## config.mk

```make
export PLATFORM = sky130hd
export DESIGN_NAME = bank_arb_top
export DESIGN_NICKNAME = d
export VERILOG_FILES = /design/src/design/bank_arb_pkg.sv /design/src/design/bank_arb_top.sv /design/src/design/bank_arbiter.sv /design/src/design/grant_collect.sv /design/src/design/req_capture.sv
export SDC_FILE = /design/constraint.sdc
export NUM_CORES = 1
export LEC_CHECK = 0
export ABC_AREA = 1
export BUFFER_PORTS_ARGS = -buffer_cell sky130_fd_sc_hd__buf_2
export CORE_ASPECT_RATIO = 0.5
export CORE_MARGIN = 2
export CORE_UTILIZATION = 60
export CTS_CLUSTER_SIZE = 30
export DETAILED_ROUTE_END_ITERATION = 8
export PLACE_DENSITY = 0.95
export SLEW_MARGIN = 20
export SYNTH_ARGS = -nofsm -noshare
export SYNTH_HDL_FRONTEND = slang
export SYNTH_SLANG_ARGS = --single-unit
```

## constraint.sdc

```tcl
create_clock -name clk -period 3.55 [get_ports clk]
set_input_delay 1.065 -clock clk [delete_from_list [all_inputs] [get_ports clk]]
set_output_delay 1.065 -clock clk [all_outputs]
set_load 0.02 [all_outputs]
```

## src/design/bank_arb_pkg.sv

```systemverilog
/*
  Shared widths and payload types for the bank access arbiter.
  n_masters and n_banks are the defaults that the top level passes down.
  Both must be at least 2 so that the index types have a non-zero width.
  Module parameters must not exceed these defaults, since the index types
  are sized from them.
*/

package bank_arb_pkg;

  // Subsystem size defaults.
  localparam int n_masters = 4;  // Masters posting requests.
  localparam int n_banks   = 2;  // Banks, one arbiter each.
  localparam int data_w    = 16; // Request payload width.

  // Index widths derived from the defaults.
  localparam int master_id_w = $clog2(n_masters);
  localparam int bank_id_w   = $clog2(n_banks);

  // Index of a master.
  typedef logic [master_id_w-1:0] master_id_t;

  // Index of a bank.
  typedef logic [bank_id_w-1:0] bank_id_t;

  // Request posted by a master with its strobe.
  // Bank selects the target arbiter.
  typedef struct packed {
    bank_id_t          bank;  // Target bank.
    logic [data_w-1:0] data;  // Payload passed through to the bank.
  } req_t;

  // Grant issued by one bank arbiter.
  // Master names the winner, data is its payload.
  typedef struct packed {
    master_id_t        master;  // Winning master.
    logic [data_w-1:0] data;    // Winner's payload.
  } grant_t;

  // Widths of the structs, handy for bus sizing.
  localparam int req_w   = bank_id_w + data_w;
  localparam int grant_w = master_id_w + data_w;

endpackage : bank_arb_pkg

```

## src/design/bank_arb_top.sv

```systemverilog
/*
  Shared-bank access arbiter, top level.
  Requests are single-cycle strobes with no back-pressure anywhere.
  A master may strobe again only in the cycle after its done strobe.
  Uncontended latency is two cycles from the sampling edge to gnt_valid
  and done. Under contention done marks the end of the wait.
  N_MASTERS and N_BANKS must not exceed the package defaults.
*/

`timescale 1ns/1ps

module bank_arb_top
  import bank_arb_pkg::*;
#(
  parameter int N_MASTERS = n_masters,
  parameter int N_BANKS   = n_banks
) (
  input  logic                   clk,
  input  logic                   rst_n,
  input  logic   [N_MASTERS-1:0] req_valid,  // One strobe per master.
  input  req_t   [N_MASTERS-1:0] req,        // Sampled with the strobe.
  output logic   [N_BANKS-1:0]   gnt_valid,  // One strobe per bank.
  output grant_t [N_BANKS-1:0]   gnt,        // Grant per bank.
  output logic   [N_MASTERS-1:0] done        // Completion per master.
);

  // Capture to arbiters.
  logic [N_BANKS-1:0][N_MASTERS-1:0] bank_req;   // Request bitmap per bank.
  logic [N_BANKS-1:0][N_MASTERS-1:0] pick;       // One-hot pick per bank.
  req_t [N_MASTERS-1:0]              pend_data;  // Pending payloads.

  // Arbiters to collector.
  logic   [N_BANKS-1:0] arb_valid;  // Registered grant strobes.
  grant_t [N_BANKS-1:0] arb_gnt;    // Registered grants.

  // Pending slots and bitmap decode.
  req_capture #(
    .N_MASTERS (N_MASTERS),
    .N_BANKS   (N_BANKS)
  ) u_capture (
    .clk       (clk),
    .rst_n     (rst_n),
    .req_valid (req_valid),
    .req       (req),
    .pick      (pick),
    .bank_req  (bank_req),
    .pend_data (pend_data)
  );

  // One arbiter per bank.
  // All see every payload but only their own bitmap.
  for (genvar b = 0; b < N_BANKS; b++) begin : g_bank
    bank_arbiter #(
      .N_MASTERS (N_MASTERS)
    ) u_arb (
      .clk       (clk),
      .rst_n     (rst_n),
      .bank_req  (bank_req[b]),
      .pend_data (pend_data),
      .pick      (pick[b]),
      .arb_valid (arb_valid[b]),
      .arb_gnt   (arb_gnt[b])
    );
  end

  // Output register and done decode.
  grant_collect #(
    .N_MASTERS (N_MASTERS),
    .N_BANKS   (N_BANKS)
  ) u_collect (
    .clk       (clk),
    .rst_n     (rst_n),
    .arb_valid (arb_valid),
    .arb_gnt   (arb_gnt),
    .gnt_valid (gnt_valid),
    .gnt       (gnt),
    .done      (done)
  );

endmodule : bank_arb_top

```

## src/design/bank_arbiter.sv

```systemverilog
/*
  One-hot priority arbiter for a single bank.
  Picks the lowest or the highest set bit of the request bitmap.
  The search direction flips after every grant and holds while the bank
  is idle, so neither end of the bitmap starves. Low-first after reset.
  pick is combinational, the grant is registered one edge later.
  A pending request waits at most N_MASTERS-1 grants of this bank.
*/

`timescale 1ns/1ps

module bank_arbiter
  import bank_arb_pkg::*;
#(
  parameter int N_MASTERS = n_masters
) (
  input  logic                 clk,
  input  logic                 rst_n,
  input  logic [N_MASTERS-1:0] bank_req,   // Masters pending for this bank.
  input  req_t [N_MASTERS-1:0] pend_data,  // Pending payloads of all masters.
  output logic [N_MASTERS-1:0] pick,       // One-hot winner, this cycle.
  output logic                 arb_valid,  // Registered grant strobe.
  output grant_t               arb_gnt     // Registered grant.
);

  logic       high_first;  // Search direction, 0 means lowest index wins.
  logic       deny;        // A higher priority bit was already found.
  logic       any_req;     // Bitmap non-zero.
  master_id_t win_idx;     // Binary index of the picked master.

  assign any_req = |bank_req;

  // Priority search.
  // Walk the bitmap from the favoured end and keep the first set bit.
  always_comb begin
    deny    = 1'b0;
    pick    = '0;
    win_idx = '0;
    if (high_first) begin
      for (int i = N_MASTERS - 1; i >= 0; i--) begin
        if (bank_req[i] && !deny) begin
          pick[i] = 1'b1;
          win_idx = master_id_t'(i);
        end
        deny = deny | bank_req[i];
      end
    end else begin
      for (int i = 0; i < N_MASTERS; i++) begin
        if (bank_req[i] && !deny) begin
          pick[i] = 1'b1;
          win_idx = master_id_t'(i);
        end
        deny = deny | bank_req[i];
      end
    end
  end

  // Control state.
  always_ff @(posedge clk or negedge rst_n) begin
    if (!rst_n) begin
      arb_valid  <= 1'b0;
      high_first <= 1'b0;  // Low-first after reset.
    end else begin
      arb_valid <= any_req;  // One grant per busy cycle.
      if (any_req) begin
        high_first <= ~high_first;  // Flip only on a grant.
      end
    end
  end

  // Grant payload, valid only with arb_valid.
  always_ff @(posedge clk) begin
    if (any_req) begin
      arb_gnt.master <= win_idx;
      arb_gnt.data   <= pend_data[win_idx].data;
    end
  end

endmodule : bank_arbiter

```

## src/design/grant_collect.sv

```systemverilog
/*
  Grant output stage.
  Registers the grants of all banks onto the subsystem outputs.
  Decodes each valid grant's master field into a done strobe for that
  master. A master has one request outstanding, so at most one bank can
  name it in a cycle. The OR across banks is only a merge.
*/

`timescale 1ns/1ps

module grant_collect
  import bank_arb_pkg::*;
#(
  parameter int N_MASTERS = n_masters,
  parameter int N_BANKS   = n_banks
) (
  input  logic                   clk,
  input  logic                   rst_n,
  input  logic   [N_BANKS-1:0]   arb_valid,  // Grant strobes from arbiters.
  input  grant_t [N_BANKS-1:0]   arb_gnt,    // Grants from arbiters.
  output logic   [N_BANKS-1:0]   gnt_valid,  // Registered grant strobes.
  output grant_t [N_BANKS-1:0]   gnt,        // Registered grants.
  output logic   [N_MASTERS-1:0] done        // Per-master completion strobe.
);

  logic [N_MASTERS-1:0] done_nxt;  // Done bits before the register.

  // Decode winners to masters.
  always_comb begin
    done_nxt = '0;
    for (int b = 0; b < N_BANKS; b++) begin
      for (int m = 0; m < N_MASTERS; m++) begin
        if (arb_valid[b] && (arb_gnt[b].master == master_id_t'(m))) begin
          done_nxt[m] = 1'b1;
        end
      end
    end
  end

  // Strobes.
  // gnt_valid and done share the same edge.
  always_ff @(posedge clk or negedge rst_n) begin
    if (!rst_n) begin
      gnt_valid <= '0;
      done      <= '0;
    end else begin
      gnt_valid <= arb_valid;
      done      <= done_nxt;
    end
  end

  // Payload.
  // Each bank's grant is loaded only when that bank granted.
  always_ff @(posedge clk) begin
    for (int b = 0; b < N_BANKS; b++) begin
      if (arb_valid[b]) begin
        gnt[b] <= arb_gnt[b];
      end
    end
  end

endmodule : grant_collect

```

## src/design/req_capture.sv

```systemverilog
/*
  Request capture stage.
  One pending slot per master, loaded on the master's strobe.
  A master must not strobe while its slot is pending. The slot is
  cleared at the edge that ends a cycle in which any bank picks it.
  The per-bank request bitmaps are decoded combinationally from the
  pending slots, so a new request is visible in the cycle after sampling.
*/

`timescale 1ns/1ps

module req_capture
  import bank_arb_pkg::*;
#(
  parameter int N_MASTERS = n_masters,
  parameter int N_BANKS   = n_banks
) (
  input  logic                               clk,
  input  logic                               rst_n,
  input  logic [N_MASTERS-1:0]               req_valid,  // Request strobes.
  input  req_t [N_MASTERS-1:0]               req,        // Request payloads.
  input  logic [N_BANKS-1:0][N_MASTERS-1:0]  pick,       // One-hot pick per bank.
  output logic [N_BANKS-1:0][N_MASTERS-1:0]  bank_req,   // Request bitmap per bank.
  output req_t [N_MASTERS-1:0]               pend_data   // Pending slot contents.
);

  logic [N_MASTERS-1:0] pending;  // Slot holds an ungranted request.
  logic [N_MASTERS-1:0] picked;   // Some bank picked this master now.
  req_t [N_MASTERS-1:0] slot;     // Captured request per master.

  // Merge the picks of all banks.
  // Each master sits in at most one bank bitmap, so at most one bank
  // can name it in any cycle.
  always_comb begin
    picked = '0;
    for (int b = 0; b < N_BANKS; b++) begin
      picked = picked | pick[b];
    end
  end

  // Pending bits.
  always_ff @(posedge clk or negedge rst_n) begin
    if (!rst_n) begin
      pending <= '0;
    end else begin
      for (int m = 0; m < N_MASTERS; m++) begin
        if (req_valid[m]) begin
          pending[m] <= 1'b1;  // New request.
        end else if (picked[m]) begin
          pending[m] <= 1'b0;  // Granted this cycle.
        end
      end
    end
  end

  // Slot payload.
  // Only loaded on a strobe, held until the next one.
  always_ff @(posedge clk) begin
    for (int m = 0; m < N_MASTERS; m++) begin
      if (req_valid[m]) begin
        slot[m] <= req[m];
      end
    end
  end

  // Decode each pending slot into its bank's bitmap.
  always_comb begin
    bank_req = '0;
    for (int b = 0; b < N_BANKS; b++) begin
      for (int m = 0; m < N_MASTERS; m++) begin
        bank_req[b][m] = pending[m] && (slot[m].bank == bank_id_t'(b));
      end
    end
  end

  // Arbiters read the payload directly from the slots.
  assign pend_data = slot;

endmodule : req_capture

```

# ---- Yosys cells after proc, flatten, opt, wreduce, memory -nomap -nowiden
# Index checks and enable logic that the tools add are counted.
dict set report totals {
  ff_bits 154
  latchBits 0
  ram_bits 0
  mem_bits_ro 0
  out_inout_bits 42
  n_memories 0
}
dict set report classes {
  addsub 0
  multipliers 0
  div 0
  n_lt_le_gt_ge 2
  n_eq_ne 6
  n_shift 0
  mux 54
  bitwise_logic 15
  reduce_logical 48
}
# op n
set op_table {}
lappend op_table {{$bmux W17 S2} 2}
lappend op_table {{$mux W1} 34}
lappend op_table {{$mux W16} 2}
lappend op_table {{$logic_and A1 B1 Y1} 28}
lappend op_table {{$mux W2} 14}
lappend op_table {{$logic_not A1 Y1} 12}
lappend op_table {{$eq A2 B2 Y1 const B} 4}
lappend op_table {{$mux W4} 2}
lappend op_table {{$or A1 B1 Y1} 8}
lappend op_table {{$reduce_bool A2 Y1} 4}
lappend op_table {{$reduce_or A4 Y1} 2}
lappend op_table {{$lt A2 B3 Y1 const B} 2}
lappend op_table {{$not A1 Y1} 6}
lappend op_table {{$eq A2 B1 Y1 const B} 2}
lappend op_table {{$logic_not A2 Y1} 2}
lappend op_table {{$or A4 B4 Y4} 1}

# ---- Longest topological paths before layout
dict set report logic_depth {
  word_depth 11
  mapped_depth 11
}

# ---- By module
# Synthesis repeated with hierarchy kept, for this count alone.
dict set report hier_totals {
  hier_cells 636
  hier_area_um2 6688.9
}
# mod n_inst cells_per_inst area_each_um2 seq_area_each_um2
set modules_own_cells {}
lappend modules_own_cells {bank_arbiter 2 235 1554.0 590.6}
lappend modules_own_cells {req_capture 1 107 2277.2 2142.1}
lappend modules_own_cells {grant_collect 1 59 1303.8 1231.2}

# ---- Worst setup path before layout
# OpenSTA, ideal clock, no wires.
dict set report synth_timing {
  path_type {reg2out}
  start {register, netlist name u_collect.gnt[0]}
  end {output gnt[0] in the netlist's numbering}
  t_arrival_ns 0.449
  slack_ns 2.036
  path_stages_with_launch 1
  n_path_buf 0
  path_cell_list {edfxtp_1}
}
# item line
set synth_rtl {}
lappend synth_rtl {{end, declared} bank_arb_top.sv:23} ;# output grant_t [N_BANKS-1:0] gnt,
# No word-level cell between the ends.

# ---- Final worst setup path
dict set report layout_timing {
  start {register u_capture.slot (netlist bit u_capture.pend_data[33])}
  end {register, netlist name g_bank[1].u_arb.arb_gnt[7]}
}
dict set report layout_between {
  elab_chain_len 9
}
# item line
set layout_rtl {}
lappend layout_rtl {{start, declared} req_capture.sv:29} ;# req_t [N_MASTERS-1:0] slot;
lappend layout_rtl {{start signal, assigned by index} req_capture.sv:61} ;# slot[m] <= req[m];
lappend layout_rtl {{$logic_and A1 B1 Y1 (*)} req_capture.sv:71} ;# bank_req[b][m] = pending[m] && (slot[m].bank == bank_id_t'(b));
lappend layout_rtl {{$or A1 B1 Y1} bank_arbiter.sv:53} ;# deny = deny | bank_req[i];
lappend layout_rtl {{$logic_not A1 Y1 or $or A1 B1 Y1 (tied branches)} {bank_arbiter.sv:49, bank_arbiter.sv:53}}
lappend layout_rtl {{$logic_and A1 B1 Y1 or $logic_not A1 Y1 (tied branches)} bank_arbiter.sv:49} ;# if (bank_req[i] && !deny) begin
lappend layout_rtl {{$mux W2 or $logic_and A1 B1 Y1 (tied branches)} bank_arbiter.sv:49}
lappend layout_rtl {{$mux W2} bank_arbiter.sv:49}
lappend layout_rtl {{$mux W2 (*)} bank_arbiter.sv:39} ;# if (high_first) begin
lappend layout_rtl {{$bmux W17 S2 (*)} bank_arbiter.sv:75} ;# arb_gnt.data <= pend_data[win_idx].data;
lappend layout_rtl {{$mux W16 (not written as such) (*)} bank_arbiter.sv:75}
# Mark *: on every way between the ends. The rest lies on a longest branch, timed or not. The select of a mux whose other input is x is not followed.
# A chain may end at the register's enable or synchronous reset.

==> results by stage <==
Run status:
- The flow ran to the end, and the final reports show no timing, DRC or antenna violations.

Worst setup path:
- In this run the worst path has a maximum fanout of 33.
- Among the stages of the critical path, the cell type that occurs most often is nand2_1.
- The worst-path cell with the longest stage delay is nand2_4.
- The origin of the critical flop-to-flop path is u_capture.pend_data[33].
- The arrival time at the worst endpoint is ~2.6 ns.
- The endpoint required time on the critical path is 3.73 ns.
- Grouping stages by cell kind, the critical path spends the most delay in simple AND/OR/NAND/NOR gates.
- The critical path goes through nand2_1 > inv_2 > nand3_2 > nand3_2 > nand2_4 > nand2_1 > nand3_1 > nand2_1.
- The buffers plus inverters on the worst setup path is 1.
- STA classifies the critical path startpoint as a register.
- The critical path in this run is classified as register to register.
- In this run the worst setup path begins at u_capture.pend_data[33].
- STA classifies the critical path endpoint as a register.
- In this design, the stage delay of the slowest critical-path cell is a little under 0.6 ns.

Drt:
- For this block, the routed nets add up to 15,200 um of wire.
- The number of vias per cell is between 5 and 6.
- The mean routed wirelength per cell is roughly 19 um.
- The count of routing violations after the opening detailed-route iteration is roughly 660.
- The routed via count is 4,698.
- The detail route stage leaves a number of antenna-violating nets equal to 0.
- The first TritonRoute pass finished after 6 iterations.
- The residual DRC count is 0.

Synthesis:
- In the synthesized netlist, the cells that appear most often are edfxtp_1, nand3_1, nand2_1.
- The most common cell in the synthesized netlist is edfxtp_1.
- The post-synth design cell area is 6390 um^2.
- The gate count after technology mapping is ~550.
- The number of different library cells used by synthesis comes to 24.
- For this run, the number of Yosys warnings is 0.
- The average instance area after synthesis is 11.7 um^2.
- Synthesis produced a netlist with a net count of ~620.
- The share of flip-flops with an asynchronous set or reset after synthesis is 9.09%.
- The biggest area consumer among synthesized cells is edfxtp_1.
- The share of Yosys cell area claimed by the top area cell type is 65.8%.
- Yosys mapped a number of flops with a built-in enable equal to 140.
- The most used flip-flop cell after synthesis is edfxtp_1.
- Counting flops and latches in the post-synthesis netlist gives between 150 and 200.
- Sorting the synthesized cells by area gives the leading types as edfxtp_1, nand3_1, nand2_1.
- The sequential area share after synthesis is a little under three quarters.

Finish:
- Compared with the post-synthesis result, the final layout area differs by 18.3%.
- The net count of the finished layout is between 700 and 800.
- Counting the fill cells in the layout gives 693.
- The layout cell share with drive strength beyond 1 is between 20% and 30%.
- The number of antenna diodes in the final layout is 0.
- After the flow finishes, the layout carries non-filler instances totaling 813.

Floorplan:
- The floorplan step defined a die boundary enclosing 11,500 um^2.
- The core region is 10,300 um^2.
- After floorplanning, the core was divided into 26 placement rows.
- The floorplan die width is 150 um.
- The top-level I/O count is 116.
- The die span in y is slightly below 80 um.
- The initial utilization of the core area, before any placement, comes to 62.2%.

Clock network:
- The clock buffer count from CTS is 17.
- The tree built by TritonCTS fans out to 154 sinks.
- The number of buffers between clock root and the deepest sink is 2.
- The H-tree was split into 4 levels.
- Clock-pin slew was measured on the worst setup and hold paths at 0.07 ns.
- The number of gates resized after CTS was 0.
- The root buffer cell is clkbuf_16.
- Buffers inserted to repair hold after CTS numbered 0.
- TritonCTS built the clock tree.
- The later pin in the worst-skew pair is clocked with a latency of approximately 0.43 ns.
- The total setup buffers inserted after CTS is 0.

Timing:
- The count of final max-slew check failures is 0.
- The worst path uses between 60% and 70% of the clock period.
- The final clock skew is roughly 0.011 ns.
- The routed design could run at a clock period as short as ~2.4 ns.
- The maximum frequency from static timing analysis is ~410 MHz.
- Hold is met by between 0.4 and 0.5 ns.
- Headroom to the max-slew limit came out at 40.5%.
- Setup repair after global routing left no endpoint under its margin.
- The pin slew with the least headroom to its limit is ~0.89 ns.
- The number of hold violations in the final report is 0.
- After routing, the total negative slack on setup checks comes to 0 ns.
- Once routing completed, OpenROAD measured the worst setup slack at approximately 1.1 ns.
- The final number of setup-violating endpoints is 0.

Placed design:
- The congestion estimate from routability-driven global placement came to about 0.96.
- Timing analysis after detailed placement gives a worst setup slack of between 1 and 1.5 ns.
- The count of buffers from port buffering is roughly 120.
- The cell total after placement is just under 800.
- The post-DP HPWL is 9980 um.

Global routing:
- The number of antenna violations at the first check in global routing is 0.
- For this run the aggregate overflow at the end of global routing stands at 0.
- For this run, the total global-route usage over all layers was measured as around 28%.
- The pin count of the biggest net entering global routing is 34.
- The via count of the first global-routing pass is roughly 4,600.
- The first-pass GRT wire length is 23,700 um.

Pwr:
- The completed layout was analyzed and its total power is a little under 7 mW.
- The power density over the cells is between 900 and 1000 nW/um^2.
- Summed over all cells, the static leakage comes to between 3 and 4 nW.
- The largest voltage drop on the vdd net is approximately 0.00043 V.

Flow run:
- The tool flagged a number of max-cap violations equal to 0.

Hold path:
- The worst hold path belongs to the class register to register.
- The startpoint identified for the worst hold timing path is g_bank[0].u_arb.arb_gnt[14].
==> sequential cells by signal, indices dropped and copies added (netlist names) <==
signal                   cells
u_collect.done               4
g_bank.u_arb.high_first      2
u_collect.gnt               36
g_bank.u_arb.arb_valid       2
u_capture.pending            4
u_capture.pend_data         68
g_bank.u_arb.arb_gnt        36
u_collect.gnt_valid          2
==> cell usage in the layout, fill, tap and decap left out, drive strengths merged <==
| cell | instances |
|---|---|
| edfxtp | 140 |
| inv | 94 |
| nand3 | 134 |
| nand4 | 1 |
| clkinv | 5 |
| a21oi | 3 |
| dfrtp | 14 |
| nor2 | 8 |
| bufinv | 1 |
| o21bai | 2 |
| nand2 | 126 |
| clkinvlp | 2 |
| clkbuf | 17 |
| nand3b | 1 |
| a31o | 1 |
| buf | 115 |
| o22ai | 4 |
| xor2 | 2 |
| o21ai | 3 |
==> cell families (layout without fill, tap and decap cells) <==
kind of cell / after synthesis / after routing / synth area share [%]
flops: 154 / 154 / 71.2
xor+xnor: 2 / 2 / 0.274
compound gates: 13 / 13 / 1.35
buf+inv: 109 / 234 / 7.69
simple gates: 270 / 270 / 19.4
==> where the power goes <==
part | switching (mW) | internal (mW)
sequential | 0.264 | 2.75
clock | 0.800 | 0.994
combinational | 1.53 | 0.587
total | 2.59 | 4.33
==> per-layer routing <==
layer  global-route usage, %  vias up  routed length, um
met2                    42.2      380               6880
met5                       0        -                  0
met1                    38.7     2193               5740
met3                    8.93       48               2190
li1                        -     2077                  -
met4                    12.5        0                417
==> per-stage QoR <==
stage | utilization, % | cell area [um^2]
global route | 73.6 | 7560
finish | 73.6 | 7560
CTS | 73.6 | 7560
detailed placement | 67.9 | 6980
global placement | 67.9 | 6980
floorplan | - | 6390
==> layout make-up <==
type,instances,area (um^2),share of cell area (%)
clock inverters,15,158,2.09
inverters,87,327,4.32
flip-flops and latches,154,4550,60.2
clock buffers,17,425,5.63
repair buffers,115,576,7.61
multi-input cells,285,1350,17.8
well taps,140,175,2.32
==> path summary, 6_finish.rpt <==
check                                             end  slack [ns]  cells past startpoint
max                        g_bank[1].u_arb.arb_gnt[7]        1.11                      8
min in group asynchronous      u_collect.gnt_valid[1]        0.55                      1
min                                 u_collect.gnt[14]        0.42                      0
min reg2reg                         u_collect.gnt[14]        0.42                      0
max in group asynchronous  g_bank[0].u_arb.high_first        2.73                      1
max reg2reg                g_bank[1].u_arb.arb_gnt[7]        1.11                      8
No activity file was read; power rests on OpenSTA's default activity.
